$ cat src/design/dataRam.sv
// Data RAM with combinational read and write on the rising clock edge
`timescale 1ns/1ns
`default_nettype none

module dataRam #(
    parameter int dataWidth    = 16,
    parameter int ramAddrWidth = 8
) (
    input  logic                    clock,
    input  logic [ramAddrWidth-1:0] addr,
    input  logic [dataWidth-1:0]    writeData,
    input  logic                    write,
    output logic [dataWidth-1:0]    readData
);
    logic [dataWidth-1:0] mem [2**ramAddrWidth];

    assign readData = mem[addr];   // Load completes same cycle

    always_ff @(posedge clock) begin
        if (write) begin
            mem[addr] <= writeData;
        end
    end

endmodule

`default_nettype wire

$ cat config.mk
export PLATFORM = sky130hd
export DESIGN_NAME = dataRam
export DESIGN_NICKNAME = d
export VERILOG_FILES = /design/src/design/dataRam.sv
export SDC_FILE = /design/constraint.sdc
export NUM_CORES = 2
export LEC_CHECK = 0
export BUFFER_PORTS_ARGS = -buffer_cell sky130_fd_sc_hd__buf_4
export CAP_MARGIN = 40
export CORE_AREA = 2 2 634 636
export CTS_CLUSTER_SIZE = 20
export DETAILED_ROUTE_END_ITERATION = 8
export DIE_AREA = 0 0 636 638
export PLACE_DENSITY = 0.63
export SYNTH_ARGS = -nofsm -noshare
export SYNTH_HDL_FRONTEND = slang
export SYNTH_SLANG_ARGS = --single-unit
$ cat constraint.sdc
create_clock -name clock -period 3.6 [get_ports clock]
set_input_delay 0.72 -clock clock [delete_from_list [all_inputs] [get_ports clock]]
set_output_delay 0.72 -clock clock [all_outputs]
set_load 0.005 [all_outputs]
==> impl_metrics.toml <==
[synth]
syn_avg_cell_area_um2 = 23.11
synth_cells = 6711
synth.distinct_cells = 21
dominantRegCellSynth = "edfxtp_1"
netlist_top_cells_count = "4,096 x edfxtp_1, 1,024 x mux4_2, 512 x a22oi_1"
synth_top_area_share = 0.7931
ys_async_sr_fraction = 0
syn-cell-area_um2 = 155100
synth.most_common_cell = "edfxtp_1"
yosysTopAreaCell = "edfxtp_1"
yosysWarnings = 0
synth_edf_count = 4096
syn-num-nets = 6737
synth.area.top_cells = "edfxtp_1 79%, mux4_2 15%, a22oi_1 2.5%"
synth_seq_cells = 4096
synth-seq-area-share = 0.7931

[setup_path]
critPathMaxStageDelay_ns = 0.49
cp-start-kind = "primary input"
cp_slowest_cell = "mux4_2"
crit_chain = "buf_16, buf_16, buf_4, buf_12, buf_6, mux4_2, a22oi_1, buf_4, a21oi_1, o41ai_2, buf_4, nand4_1, buf_6, buf_4"
cp.required_ns = 2.88
crit_type = "in2out"
crit_fanout = 8
cp-end-kind = "output pin"
cp_common_cell = "buf_4"
cp.arrival_ns = 3.69

[sta]
fin_ws_ns = -0.8109
timing.final.crit_period_ns = 4.411
worstMarginPinSlew_ns = 1.319
rsz0062_at_grt = "yes"
setup_viol = 16
slew_viol_final = 0
setup-tns-final_ns = -10.97
finalHoldViolCount = 0
max_slew_margin = 0.1207
period_share = 1.225
fmaxAchievable_mhz = 226.7

[place]
port_buffers = 41
gp_congestion = 0.8365
place_hpwl_um = 252100

[finish]
regMostFlops = "mem"
final_layout_size_suffix_gt1_frac = 0.3781
reg_top3 = "mem x4096"
area.growth.synth_to_final_pct = 21.49
nets = 7988
largest_reg_flops = 4096

[grt]
track_usage = 0.1992
grt_pass1_wl_um = 584700
antenna_found_initial = 13
grt.overflow.total = 0
first_global_vias = 78610
grt_max_degree = 120

[routing]
dr.pass1.iters = 6
via_count = 77730
wl_um = 412100
avgRoutedWirePerCell_um = 30.36
drtAntennaViolNets = 0
drt_iter0_drc = 9624
drt_drc_violations_left = 0
via_per_inst = 5.725

[pwr]
power_density_nw_per_um2 = 534.8
total_power_mw = 100.8
power.leakage_nw = 59.38
ir_drop_uv = 427.3

[floorplanning]
start_util = 0.3891
die_area_um2 = 405800
rows = 232
coreArea_um2 = 398600
die_w_um = 636
pin_count = 42
dieHeight_um = 638

[outcome]
violations = "setup timing"
status = "finished, violations left"

[hold_path]
hold_class = "in2reg"

[clock_network]
clock_sinks = 4096
clock_path_buffers = 4
htreeDepth = 5
cts_tree = "done"
cts_root_buffer = "clkbuf_16"
clk_pin_slew_ns = 0.06
cts_inserted_buffers = 412

[flow_run]
maxCapViolCount = 0
## cell families after synthesis
family | synth area share
flip-flops | 0.7931
AND/OR/NAND/NOR | 0.009093
multiplexers | 0.1487
buffers and inverters | 0.01240
AO/OA/AOI/OAI | 0.03666
## repair_timing
action	4_1_cts	5_1_grt
cloned	11	6
hold buffers	0	0
endpoints found under the setup margin	16	16
setup buffers	68	34
pin swaps	80	41
gates resized for setup	286	88
## critical path, delay by kind of cell
kind / cells / cell delay, ns
buf+inv: 9 / 1.48
compound gates: 3 / 0.67
mux: 1 / 0.49
simple gates: 1 / 0.23
## final cells by class
class | instances | area (um^2)
fill | 31730 | 210100
timing repair buffer | 1257 | 13480
antenna | 9 | 22.52
tap | 5265 | 6588
clock inverter | 256 | 2688
clock buffer | 499 | 10660
inverter | 1 | 3.754
multi-input combinational | 2194 | 31970
sequential | 4096 | 123000
## stage by stage
stage               utilization  std cells  worst slack (ns)  hold slack, ns  cell area, um^2
floorplan                     -       6711            0.1818          0.8189           155100
global placement         0.4312      12700            -1.707           1.076           171900
detailed placement       0.4313      12700            -1.630           1.092           171900
CTS                      0.4706      13530           -0.9599         0.07929           187500
global route             0.4727      13570           -0.8577         0.09040           188400
finish                   0.4727      13580           -0.8109          0.1312           188400
## path summary, 6_finish.rpt
kind / start / endpoint / depth (start not counted)
min: writeData[13] / mem[71][13] / 1
max: addr[0] / readData[2] / 14
## cell usage in the layout, fill, tap and decap left out, drive strengths merged, types with 13 or more instances in the layout
| master | Yosys | final |
|---|---|---|
| clkbuf | 249 | 505 |
| nand2 | 28 | 28 |
| clkinv | 0 | 193 |
| a21oi | 256 | 256 |
| nor3 | 30 | 30 |
| nand4 | 16 | 16 |
| nor2 | 232 | 232 |
| edfxtp | 4096 | 4096 |
| bufinv | 0 | 44 |
| buf | 171 | 1247 |
| mux4 | 1024 | 1024 |
| o41ai | 64 | 64 |
| nand3 | 13 | 13 |
| a22oi | 512 | 512 |
## layer usage
layer / track usage / wire [um]
met4: 0.06215 / 13790
met3: 0.03565 / 34990
met1: 0.2721 / 160900
met2: 0.3267 / 202300
met5: 0.002127 / 171
## power breakdown
group / total [mW] / internal [mW] / switching [mW] / leakage (nW)
Sequential: 52.6 / 52.6 / 0.0226 / 36.8
Combinational: 5.80 / 2.40 / 3.40 / 16.1
Clock: 42.4 / 24.3 / 18.1 / 6.47
Total: 101 / 79.3 / 21.5 / 59.4
Note: power is estimated with default switching activity, not from simulation.
