[src/design/procPkg.sv]
// Processor package: field widths, instruction layout, opcode, condition and flag constants
`default_nettype none

package procPkg;

    typedef logic [2:0]  regSel;
    typedef logic [3:0]  aluOp;
    typedef logic [3:0]  condCode;
    typedef logic [3:0]  flagVec;
    typedef logic [15:0] instrWord;
    typedef logic [14:0] coreInstr;

    localparam int    regCount = 8;
    localparam regSel regIp    = 3'd7;     // Instruction pointer slot

    // Flag bit positions
    localparam int flagCarry    = 0;
    localparam int flagSign     = 1;
    localparam int flagOverflow = 2;
    localparam int flagZero     = 3;

    // Instruction word fields
    localparam int posCore   = 0;
    localparam int posAlu    = 1;
    localparam int posOpLo   = 2;
    localparam int posOpHi   = 5;
    localparam int posCondLo = 6;
    localparam int posCondHi = 9;
    localparam int posDstLo  = 10;
    localparam int posDstHi  = 12;
    localparam int posSrcLo  = 13;
    localparam int posSrcHi  = 15;

    localparam aluOp opAdd = 4'd0;
    localparam aluOp opAdc = 4'd1;
    localparam aluOp opSub = 4'd2;
    localparam aluOp opSbc = 4'd3;
    localparam aluOp opAnd = 4'd4;
    localparam aluOp opOr  = 4'd5;
    localparam aluOp opXor = 4'd6;
    localparam aluOp opNot = 4'd7;
    localparam aluOp opShl = 4'd8;
    localparam aluOp opShr = 4'd9;
    localparam aluOp opSar = 4'd10;

    // Memory ops share the op field when the ALU bit is clear
    localparam aluOp memLoad  = 4'd0;
    localparam aluOp memStore = 4'd1;
    localparam aluOp memMove  = 4'd2;

    localparam condCode condEq = 4'd0;
    localparam condCode condNe = 4'd1;
    localparam condCode condGt = 4'd2;
    localparam condCode condLt = 4'd3;
    localparam condCode condGe = 4'd4;
    localparam condCode condLe = 4'd5;
    localparam condCode condCs = 4'd6;
    localparam condCode condCc = 4'd7;
    localparam condCode condMi = 4'd8;
    localparam condCode condPl = 4'd9;
    localparam condCode condAl = 4'd10;
    localparam condCode condNv = 4'd11;
    localparam condCode condVs = 4'd12;
    localparam condCode condVc = 4'd13;
    localparam condCode condHi = 4'd14;
    localparam condCode condLs = 4'd15;

    // addnv r0,r0 with the core bit dropped
    localparam coreInstr nopWord = 15'b000_000_1011_0000_1;

endpackage

`default_nettype wire
[src/design/aluUnit.sv]
// ALU: arithmetic, logic and single-bit shift operations with carry, sign, overflow, zero
`timescale 1ns/1ns
`default_nettype none

module aluUnit import procPkg::*; #(
    parameter int dataWidth = 16
) (
    input  logic [dataWidth-1:0] opA,
    input  logic [dataWidth-1:0] opB,
    input  aluOp                 op,
    input  logic                 carryIn,
    output logic [dataWidth-1:0] result,
    output logic                 carryOut,
    output logic                 signOut,
    output logic                 overflowOut,
    output logic                 zeroOut
);
    localparam int msb = dataWidth - 1;

    logic [dataWidth:0] sum;    // Extra bit holds carry or borrow
    logic               cin;

    assign cin = carryIn && ((op == opAdc) || (op == opSbc));

    always_comb begin
        sum         = '0;
        result      = opB;      // Unused codes pass the second operand
        carryOut    = 1'b0;
        overflowOut = 1'b0;
        case (op)
            opAdd, opAdc: begin
                sum         = {1'b0, opA} + {1'b0, opB} + {{dataWidth{1'b0}}, cin};
                result      = sum[msb:0];
                carryOut    = sum[dataWidth];
                overflowOut = (opA[msb] == opB[msb]) && (result[msb] != opA[msb]);
            end
            opSub, opSbc: begin
                sum         = {1'b0, opA} - {1'b0, opB} - {{dataWidth{1'b0}}, cin};
                result      = sum[msb:0];
                carryOut    = sum[dataWidth];   // Borrow
                overflowOut = (opA[msb] != opB[msb]) && (result[msb] != opA[msb]);
            end
            opAnd: result = opA & opB;
            opOr:  result = opA | opB;
            opXor: result = opA ^ opB;
            opNot: result = ~opA;
            opShl: begin
                result   = {opA[msb-1:0], 1'b0};
                carryOut = opA[msb];
            end
            opShr: begin
                result   = {1'b0, opA[msb:1]};
                carryOut = opA[0];
            end
            opSar: begin
                result   = {opA[msb], opA[msb:1]};  // Sign kept
                carryOut = opA[0];
            end
            default: result = opB;
        endcase
    end

    assign signOut = result[msb];
    assign zeroOut = (result == '0);

endmodule

`default_nettype wire

[config.mk]
export PLATFORM = sky130hd
export DESIGN_NAME = aluUnit
export DESIGN_NICKNAME = d
export VERILOG_FILES = /design/src/design/procPkg.sv /design/src/design/aluUnit.sv
export SDC_FILE = /design/constraint.sdc
export NUM_CORES = 1
export LEC_CHECK = 0
export ABC_CLOCK_PERIOD_IN_PS = 5450
export BUFFER_PORTS_ARGS = -buffer_cell sky130_fd_sc_hd__buf_2
export CAP_MARGIN = 10
export CORE_ASPECT_RATIO = 0.75
export CORE_MARGIN = 10
export CORE_UTILIZATION = 25
export DETAILED_ROUTE_END_ITERATION = 7
export PLACE_DENSITY_LB_ADDON = 0.1
export SYNTH_ARGS = -nofsm -noshare
export SYNTH_HDL_FRONTEND = slang
export SYNTH_SLANG_ARGS = --single-unit
[constraint.sdc]
create_clock -name vclk -period 5.45
set_input_delay 0.2725 -clock vclk [all_inputs]
set_output_delay 0.2725 -clock vclk [all_outputs]
set_load 0.01 [all_outputs]
==> summary.txt <==
Seq_cells - 0
CLK BUF - 0
GP Congestion - 0.865
Placed cells - 766
IO Port Bufs - 57
Most frequent cells in the layout - 64 x nor2_1, 62 x ha_1, 58 x inv_1
Die X - 159 um
Nets - 671
Vias/cell - 5.45
Antenna violations before repair - 0
YS warnings - 0
Crit. End Element - primary output
Setup bufs post-CTS - 0
Complex-gate fraction of the synthesized area - 34.8%
DRT Wirelength - 15.5 mm
Mean area per synthesized cell - 6.85 sq um
Simple-Gate Fraction of Synth Area - 21.4%
Tmin final - 4.75 ns
Final Hold Slack - 0.938 ns
Max Cap Viol - 0
Die Area - 19800 sq um
RSZ-0062 raised after global routing - false
First-pass GRT wire length - 24.3 mm
Crit Path Category - in -> out
Main combinational cell family by area after synthesis - compound AO/OA/AOI/OAI gates
Power Dens Cells - 121 nW/um^2
Fin area - 4030 sq um
Gate power share - 100.0%
# setup viols final - 0
Overall power consumption - 0.486 mW
LEAKAGE - 1.78 nW
DR pass1 iterations - 5
Pre-CTS WS - 0.758 ns
DR vias - 4177
Hold Crit Class - in -> out
Diodes inserted - 0
Mux cell area share after synthesis - 3.42%
Hold Path Stages - 4
Hold-fix buffers at CTS - 0
Clock network power share - 0%
Relative slew slack - 24.3%
Register Area - 0 sq um
Fin cells - 766
Total Routing Usage GR - 14.9%
Cell internal pwr - 0.184 mW
Status - finished clean
Antenna-violating nets left - 0
Critical path required time - 5.18 ns
Initial DRC count - 308
Worst path arrival time - 4.48 ns
Worst-Margin Slew - 1.13 ns
Post-Syn Instances - 529
CP startpoint kind - primary input
GR Overflow Total - 0
TNS Setup - 0 ns
Synth cell types - 79
Largest net degree at the start of global routing - 57
Hold Path Origin - opB[13]
Vert. Die Dim - 124 um
Final Util - 28.1%
Setup ws final - 0.696 ns
XOR/XNOR Fraction of Synth Area - 4.59%
Worst-case vdd ir drop - 0.0247 mV
Syn Nets - 632
PostCTS Resize Cnt - 0
Pins Over Slew Limit - 0
Core Area - 14400 sq um
NetSw - 0.302 mW
Synthesized-area fraction occupied by adder cells - 24.7%
Post-synthesis sequential area ratio - 0%
Post-DP Area - 4030 sq um
DRC Markers - 0
Final Cycle Share - 87.2%
Per-cell routed wire length - 20.3 um
Sequential group share of total power - 0%
Mapped Area - 3630 sq um
CP max FO - 25
Filler cells - 1641
Worst Setup SP - op[2]
Initial core utilization - 25.3%
Share of layout cells above drive strength 1 - 15.5%
Row count - 38
Worst Hold End - result[13]
Hold Violations, Final - 0
DP Wirelength - 12.1 mm
Most common cell after layout, fill and taps aside - nor2_1
Sw Ratio - 62.2%
Vias in the first global route - 3976
P&R area growth vs syn - 11.2%
# IOs - 57
Max Fclk - 210 MHz
## metal layers
metal  routed length, um  track usage [%]
met4                 172             1.85
met3                 942             1.78
met5                   0                0
met1                7990             23.1
met2                6430             21.5
## how the worst max path moves through the flow
stage | to | depth (start not counted) | slack [ns]
2_1_floorplan | zeroOut | 16 | 0.71
3_3_place_gp | zeroOut | 15 | 0.91
3_5_place_dp | zeroOut | 15 | 0.76
4_1_cts | zeroOut | 15 | 0.76
5_1_grt | zeroOut | 17 | 0.55
6_report | zeroOut | 15 | 0.70
## synthesized netlist by cell type, types with 10 or more instances
library cell  number  area [sq um]
nor3_1            17          85.1
xnor2_1           10          87.6
o22ai_1           11          68.8
a21oi_1           45           225
nor2_1            64           240
nand2_1           19          71.3
o21ai_0           37           185
ha_1              62           776
a211oi_1          10          75.1
inv_1             58           218
clkbuf_1          10          37.5
## logic make-up after synthesis
| family | count (synthesis) |
|---|---|
| XOR/XNOR | 19 |
| buffers and inverters | 86 |
| adder cells (fa/ha/maj) | 70 |
| AND/OR/NAND/NOR | 156 |
| AO/OA/AOI/OAI | 187 |
| multiplexers | 11 |
## power by group through the flow
stage               logic [mW]  clock network [mW]  registers (mW)
floorplan                0.331                   0               0
global placement         0.485                   0               0
detailed placement       0.480                   0               0
CTS                      0.483                   0               0
global route             0.540                   0               0
finish                   0.486                   0               0
## cell type report
class	instances	area, sq um	area share (%)
Inverter	59	221	5.49
Multi-Input combinational cell	443	3220	79.9
Timing Repair Buffer	64	338	8.38
Tap cell	200	250	6.21
## worst max-delay path: stages
cell and delay, ns:
buf_2 0.28, nor2_1 0.26, nand3_1 0.15, fa_1 0.43, fa_1 0.45, xor2_1 0.22
o21ai_0 0.11, o22ai_1 0.20, a31oi_1 0.16, nor3_1 0.45, o2111ai_1 0.24, or4_1 0.45
or4_1 0.47, nor4_2 0.15, buf_2 0.17
Power figures use the tool's default switching activity.
