## config.mk

```make
export PLATFORM = sky130hd
export DESIGN_NAME = regFile_flat
export DESIGN_NICKNAME = d
export VERILOG_FILES = /design/src/design/procPkg.sv /design/src/design/regPortIf.sv /design/src/design/regFile.sv /design/src/flat_wrapper.sv
export SDC_FILE = /design/constraint.sdc
export NUM_CORES = 1
export LEC_CHECK = 0
export ABC_AREA = 1
export ABC_CLOCK_PERIOD_IN_PS = 2500
export BUFFER_PORTS_ARGS = -buffer_cell sky130_fd_sc_hd__buf_4
export CAP_MARGIN = 20
export CORE_UTILIZATION = 30
export DETAILED_ROUTE_END_ITERATION = 10
export MAX_ROUTING_LAYER = met4
export SYNTH_ARGS = -nofsm -noshare
export SYNTH_HDL_FRONTEND = slang
export SYNTH_SLANG_ARGS = --single-unit
```

## constraint.sdc

```tcl
create_clock -name clock -period 2.5 [get_ports clock]
set_input_delay 0.125 -clock clock [delete_from_list [all_inputs] [get_ports clock]]
set_output_delay 0.125 -clock clock [all_outputs]
set_load 0.01 [all_outputs]
```

## src/design/procPkg.sv

```systemverilog
// Processor package: field widths, instruction layout, opcode, condition and flag constants
`default_nettype none

package procPkg;

    typedef logic [2:0]  regSel;
    typedef logic [3:0]  aluOp;
    typedef logic [3:0]  condCode;
    typedef logic [3:0]  flagVec;
    typedef logic [15:0] instrWord;
    typedef logic [14:0] coreInstr;

    localparam int    regCount = 8;
    localparam regSel regIp    = 3'd7;     // Instruction pointer slot

    // Flag bit positions
    localparam int flagCarry    = 0;
    localparam int flagSign     = 1;
    localparam int flagOverflow = 2;
    localparam int flagZero     = 3;

    // Instruction word fields
    localparam int posCore   = 0;
    localparam int posAlu    = 1;
    localparam int posOpLo   = 2;
    localparam int posOpHi   = 5;
    localparam int posCondLo = 6;
    localparam int posCondHi = 9;
    localparam int posDstLo  = 10;
    localparam int posDstHi  = 12;
    localparam int posSrcLo  = 13;
    localparam int posSrcHi  = 15;

    localparam aluOp opAdd = 4'd0;
    localparam aluOp opAdc = 4'd1;
    localparam aluOp opSub = 4'd2;
    localparam aluOp opSbc = 4'd3;
    localparam aluOp opAnd = 4'd4;
    localparam aluOp opOr  = 4'd5;
    localparam aluOp opXor = 4'd6;
    localparam aluOp opNot = 4'd7;
    localparam aluOp opShl = 4'd8;
    localparam aluOp opShr = 4'd9;
    localparam aluOp opSar = 4'd10;

    // Memory ops share the op field when the ALU bit is clear
    localparam aluOp memLoad  = 4'd0;
    localparam aluOp memStore = 4'd1;
    localparam aluOp memMove  = 4'd2;

    localparam condCode condEq = 4'd0;
    localparam condCode condNe = 4'd1;
    localparam condCode condGt = 4'd2;
    localparam condCode condLt = 4'd3;
    localparam condCode condGe = 4'd4;
    localparam condCode condLe = 4'd5;
    localparam condCode condCs = 4'd6;
    localparam condCode condCc = 4'd7;
    localparam condCode condMi = 4'd8;
    localparam condCode condPl = 4'd9;
    localparam condCode condAl = 4'd10;
    localparam condCode condNv = 4'd11;
    localparam condCode condVs = 4'd12;
    localparam condCode condVc = 4'd13;
    localparam condCode condHi = 4'd14;
    localparam condCode condLs = 4'd15;

    // addnv r0,r0 with the core bit dropped
    localparam coreInstr nopWord = 15'b000_000_1011_0000_1;

endpackage

`default_nettype wire
```

## src/design/regPortIf.sv

```systemverilog
// Register file port bundle: two read ports, one write port and ip stepping
`timescale 1ns/1ns
`default_nettype none

interface regPortIf import procPkg::*; #(
    parameter int dataWidth = 16
);
    regSel                rdSelA;   // Always dst
    regSel                rdSelB;   // Always src
    logic [dataWidth-1:0] rdDataA;
    logic [dataWidth-1:0] rdDataB;
    logic                 wrEn;
    regSel                wrSel;
    logic [dataWidth-1:0] wrData;
    logic                 ipStep;

    modport ctrl (
        output rdSelA, rdSelB, wrEn, wrSel, wrData, ipStep,
        input  rdDataA, rdDataB
    );

    modport regs (
        input  rdSelA, rdSelB, wrEn, wrSel, wrData, ipStep,
        output rdDataA, rdDataB
    );
endinterface

`default_nettype wire

```

## src/design/regFile.sv

```systemverilog
// Register file: r0-r5, sp and ip with two reads, a debug read, one write and ip stepping
`timescale 1ns/1ns
`default_nettype none

module regFile import procPkg::*; #(
    parameter int dataWidth = 16
) (
    input  logic                 clock,
    input  logic                 arstN,
    input  regSel                dbgSel,
    output logic [dataWidth-1:0] dbgData,
    regPortIf.regs               regPort
);
    logic [dataWidth-1:0] regs [regCount];
    logic                 ipWritten;

    assign regPort.rdDataA = regs[regPort.rdSelA];
    assign regPort.rdDataB = regs[regPort.rdSelB];
    assign dbgData         = regs[dbgSel];

    assign ipWritten = regPort.wrEn && (regPort.wrSel == regIp);

    always_ff @(posedge clock or negedge arstN) begin
        if (!arstN) begin
            for (int i = 0; i < regCount; i++) begin
                regs[i] <= '0;
            end
        end else begin
            if (regPort.wrEn) begin
                regs[regPort.wrSel] <= regPort.wrData;
            end
            if (regPort.ipStep && !ipWritten) begin
                regs[regIp] <= regs[regIp] + 1'b1;  // Explicit ip write wins
            end
        end
    end

endmodule

`default_nettype wire

```

## src/flat_wrapper.sv

```systemverilog
// flat-port wrapper written by rule: the top's interface ports become plain ports
module regFile_flat import procPkg::*;
#(
    parameter int dataWidth = 16
)
  (clock, arstN, dbgSel, dbgData, regPort_rdSelA, regPort_rdSelB, regPort_wrEn, regPort_wrSel, regPort_wrData, regPort_ipStep, regPort_rdDataA, regPort_rdDataB);
  regPortIf #(.dataWidth(dataWidth)) regPort_i ();
  input  logic clock;
  input  logic arstN;
  input  regSel dbgSel;
  output logic [dataWidth-1:0] dbgData;
  input wire logic [$bits(regPort_i.rdSelA)-1:0] regPort_rdSelA;
  input wire logic [$bits(regPort_i.rdSelB)-1:0] regPort_rdSelB;
  input wire logic [$bits(regPort_i.wrEn)-1:0] regPort_wrEn;
  input wire logic [$bits(regPort_i.wrSel)-1:0] regPort_wrSel;
  input wire logic [$bits(regPort_i.wrData)-1:0] regPort_wrData;
  input wire logic [$bits(regPort_i.ipStep)-1:0] regPort_ipStep;
  output wire logic [$bits(regPort_i.rdDataA)-1:0] regPort_rdDataA;
  output wire logic [$bits(regPort_i.rdDataB)-1:0] regPort_rdDataB;
  assign regPort_i.rdSelA = regPort_rdSelA;
  assign regPort_i.rdSelB = regPort_rdSelB;
  assign regPort_i.wrEn = regPort_wrEn;
  assign regPort_i.wrSel = regPort_wrSel;
  assign regPort_i.wrData = regPort_wrData;
  assign regPort_i.ipStep = regPort_ipStep;
  assign regPort_rdDataA = regPort_i.rdDataA;
  assign regPort_rdDataB = regPort_i.rdDataB;
  regFile #(.dataWidth(dataWidth)) u_core (.clock(clock), .arstN(arstN), .dbgSel(dbgSel), .dbgData(dbgData), .regPort(regPort_i));
endmodule
```

==> flow_summary.yaml <==
clock_tree:
  cts_num_sinks: 128
  ctsHtreeMaxLevel: 4
  clk_pin_slew_ns: 0.06
  clk-insertion-delay-late_ns: 0.42
  cts_resized: 0
  cts_made_buffers: 17
  cts_tree: "built"
  cts_root_buf: "clkbuf_16"
  clk_path_buf_depth: 2
  cts_setup_buffers: 0
  hold_buffers: 2
floorplanning:
  core_area_mm2: 0.0278
  die_x_um: 170
  start_util_pct: 30.5
  fp-row-count: 61
  die_area_mm2: 0.0289
  die_h_um: 170
  num_io_pins: 80
setup_path:
  critPathLaunch: "u_core.regs[59]"
  worst_setup_path_end_kind: "primary output"
  required_ns: 2.38
  crit_type: "flop to primary output"
  r2r_end: "u_core.regs[8]"
  path_max_fanout: 4
  cpLargestDelayFamily: "compound AO/OA/AOI/OAI gates"
  startpoint_type: "flop"
  max_stage_delay_ns: 0.40
  worstPathArrival_ns: 1.62
  crit_path_end: "dbgData[11]"
  reg2reg_setup_slack_ns: 0.90
  path_buf_inv: 1
  r2r_cells: 8
  cp.depth: 5
  path_cells: "o21ai_0, o21ai_0, nand2_1, nand2_1, buf_4"
  reg2reg_from: "u_core.regs[0]"
  crit_path_top_delay_cell: "dfrtp_1"
final_layout:
  largest_reg_flops: 128
  final_nets: 1343
  reg_top3: "u_core.regs: 128 flops"
  regMostFlops: "u_core.regs"
  drive_above_1_share_pct: 11.0
  stdcell_area_mm2: 0.00983
  utilization_pct: 35.4
  nFillCells: 3059
  area_delta_synth_final_pct: 16.2
  n_antenna_cell: 0
pwr:
  power_uw: 7440
  ir_drop_mv: 0.349
  power_density_mw_per_mm2: 757
  p_leak_uw: 0.00451
logic_synthesis:
  synth.area.top_cells: "dfrtp_1 38%, o21ai_0 23%, nand2_1 13%"
  netlist.area_leader.share_pct: 37.8
  synthCells: 1292
  ys_seq_elements: 128
  yosysSeqAreaShare_pct: 37.8
  yosys_warnings: 0
  ys_types: 30
  syn_nets: 1325
  synth_top_area_cell: "dfrtp_1"
  syn_area_per_cell_um2: 6.55
  syn_area_mm2: 0.00847
sta:
  tightest_slew_ns: 0.798
  period_share_pct: 69.6
  hold_viol: 0
  clock_skew_ns: 0.00670
  rsz0062_at_grt: "false"
  slew_viol_final: 0
  setup_viol: 0
  period_needed_ns: 1.74
  fin_setup_tns_ns: 0
  fmax_mhz: 575
  slew_headroom_pct: 46.7
  whs_ns: 0.0225
global_routing:
  grt_pass1_vias: 8207
  antenna_found_initial: 0
  grt_use_total_pct: 21.8
  grt-ovfl-total: 0
  grt_max_degree: 97
  grt_pass1_wl_mm: 46.8
outcome:
  status: "finished, final reports clean"
placement:
  portBuffers: 79
  dp_hpwl_mm: 19.2
  place.gp.congestion: 0.896
  postPlaceCellArea_mm2: 0.00924
drt:
  route.detailed.drc: 0
  drt_first_iter_violations: 1070
  wl_per_cell_um: 17.6
  num_vias: 9039
  ant_nets: 0
  firstDrtPassIters: 6
  wirelength_mm: 30.0
  viasPerCell: 5.32
hold_path:
  hold_class: "primary input to flop"
job:
  maxCapViolCount: 0
[final cells by class]
| class | instances | area [µm²] | share of cell area [%] |
|---|---|---|---|
| Sequential cell | 128 | 3200 | 32.6 |
| Clock inverter | 7 | 110 | 1.12 |
| Clock buffer | 24 | 462 | 4.70 |
| Timing Repair Buffer | 103 | 832 | 8.46 |
| Tap cell | 378 | 473 | 4.81 |
| Multi-Input combinational cell | 982 | 4460 | 45.4 |
| Inverter | 78 | 293 | 2.98 |
[tightest hold or removal path, delay by kind of cell]
kind,cells,cell delay (ns)
buffers and inverters,1,0.09
AND/OR/NAND/NOR,1,0.10
AO/OA/AOI/OAI,1,0.08
[report_power, final]
part	internal, µW	switching [µW]
logic	760	1180
clock network	1580	906
registers	2490	521
[layer usage]
metal | routed length [µm] | vias up | track usage (%)
met3 | 2230 | 46 | 3.72
li1 | - | 4315 | -
met1 | 13500 | 4272 | 29.5
met5 | 0 | - | -
met4 | 524 | 0 | 6.19
met2 | 13700 | 406 | 33.2
[Yosys cell counts]
| library cell | n |
|---|---|
| clkbuf_2 | 5 |
| a31oi_1 | 2 |
| nor3_1 | 1 |
| a21oi_2 | 2 |
| dfrtp_1 | 128 |
| nand2_1 | 299 |
| buf_2 | 30 |
| nand4_1 | 1 |
| o21ai_0 | 390 |
| o221ai_1 | 1 |
| nand3_1 | 15 |
| nor2_1 | 124 |
| buf_4 | 6 |
| nor2_4 | 2 |
| o21ai_1 | 16 |
| o22ai_1 | 5 |
| or2_2 | 1 |
| nand2_4 | 1 |
| inv_2 | 6 |
| a21oi_1 | 108 |
| inv_1 | 72 |
| clkbuf_1 | 53 |
| xor2_1 | 2 |
| nor2_2 | 4 |
| ha_1 | 1 |
| nand2_2 | 3 |
| buf_6 | 7 |
| o21bai_1 | 3 |
| o211ai_1 | 1 |
| buf_1 | 3 |
[logic make-up after synthesis]
logic type | after synthesis | share of synthesized area [%]
xor gates and xnor gates | 2 | 0.207
adders and majority gates | 1 | 0.148
and+or+nand+nor | 451 | 20.8
AOI/OAI and AO/OA | 528 | 31.6
buffers and inverters | 182 | 9.47
DFF | 128 | 37.8
[how the worst min path moves through the flow]
stage / from / to / depth (start not counted)
finish: regPort_wrData[6] / u_core.regs[6] / 3
global route: regPort_wrData[2] / u_core.regs[2] / 3
global placement: arstN / u_core.regs[97] / 1
CTS: regPort_wrData[6] / u_core.regs[6] / 3
floorplan: arstN / u_core.regs[0] / 0
detailed placement: arstN / u_core.regs[2] / 1
[cell usage in the layout (no fill, tap or decap), types with 5 or more instances in the layout]
| cell | netlist | final |
|---|---|---|
| o21ai_0 | 390 | 390 |
| nor2_1 | 124 | 124 |
| o22ai_1 | 5 | 5 |
| inv_1 | 72 | 72 |
| nand3_1 | 15 | 15 |
| clkbuf_1 | 53 | 6 |
| dfrtp_1 | 128 | 128 |
| inv_2 | 6 | 6 |
| a21oi_1 | 108 | 108 |
| clkbuf_16 | 0 | 17 |
| buf_4 | 6 | 96 |
| o21ai_1 | 16 | 16 |
| nand2_1 | 299 | 299 |
[stage by stage]
stage,worst slack [ns],instances
global route,0.667,1700
detailed placement,0.869,1667
floorplan,1.21,1292
finish,0.760,1700
global placement,0.847,1667
CTS,0.791,1700
(Power assumes the default switching activity.)
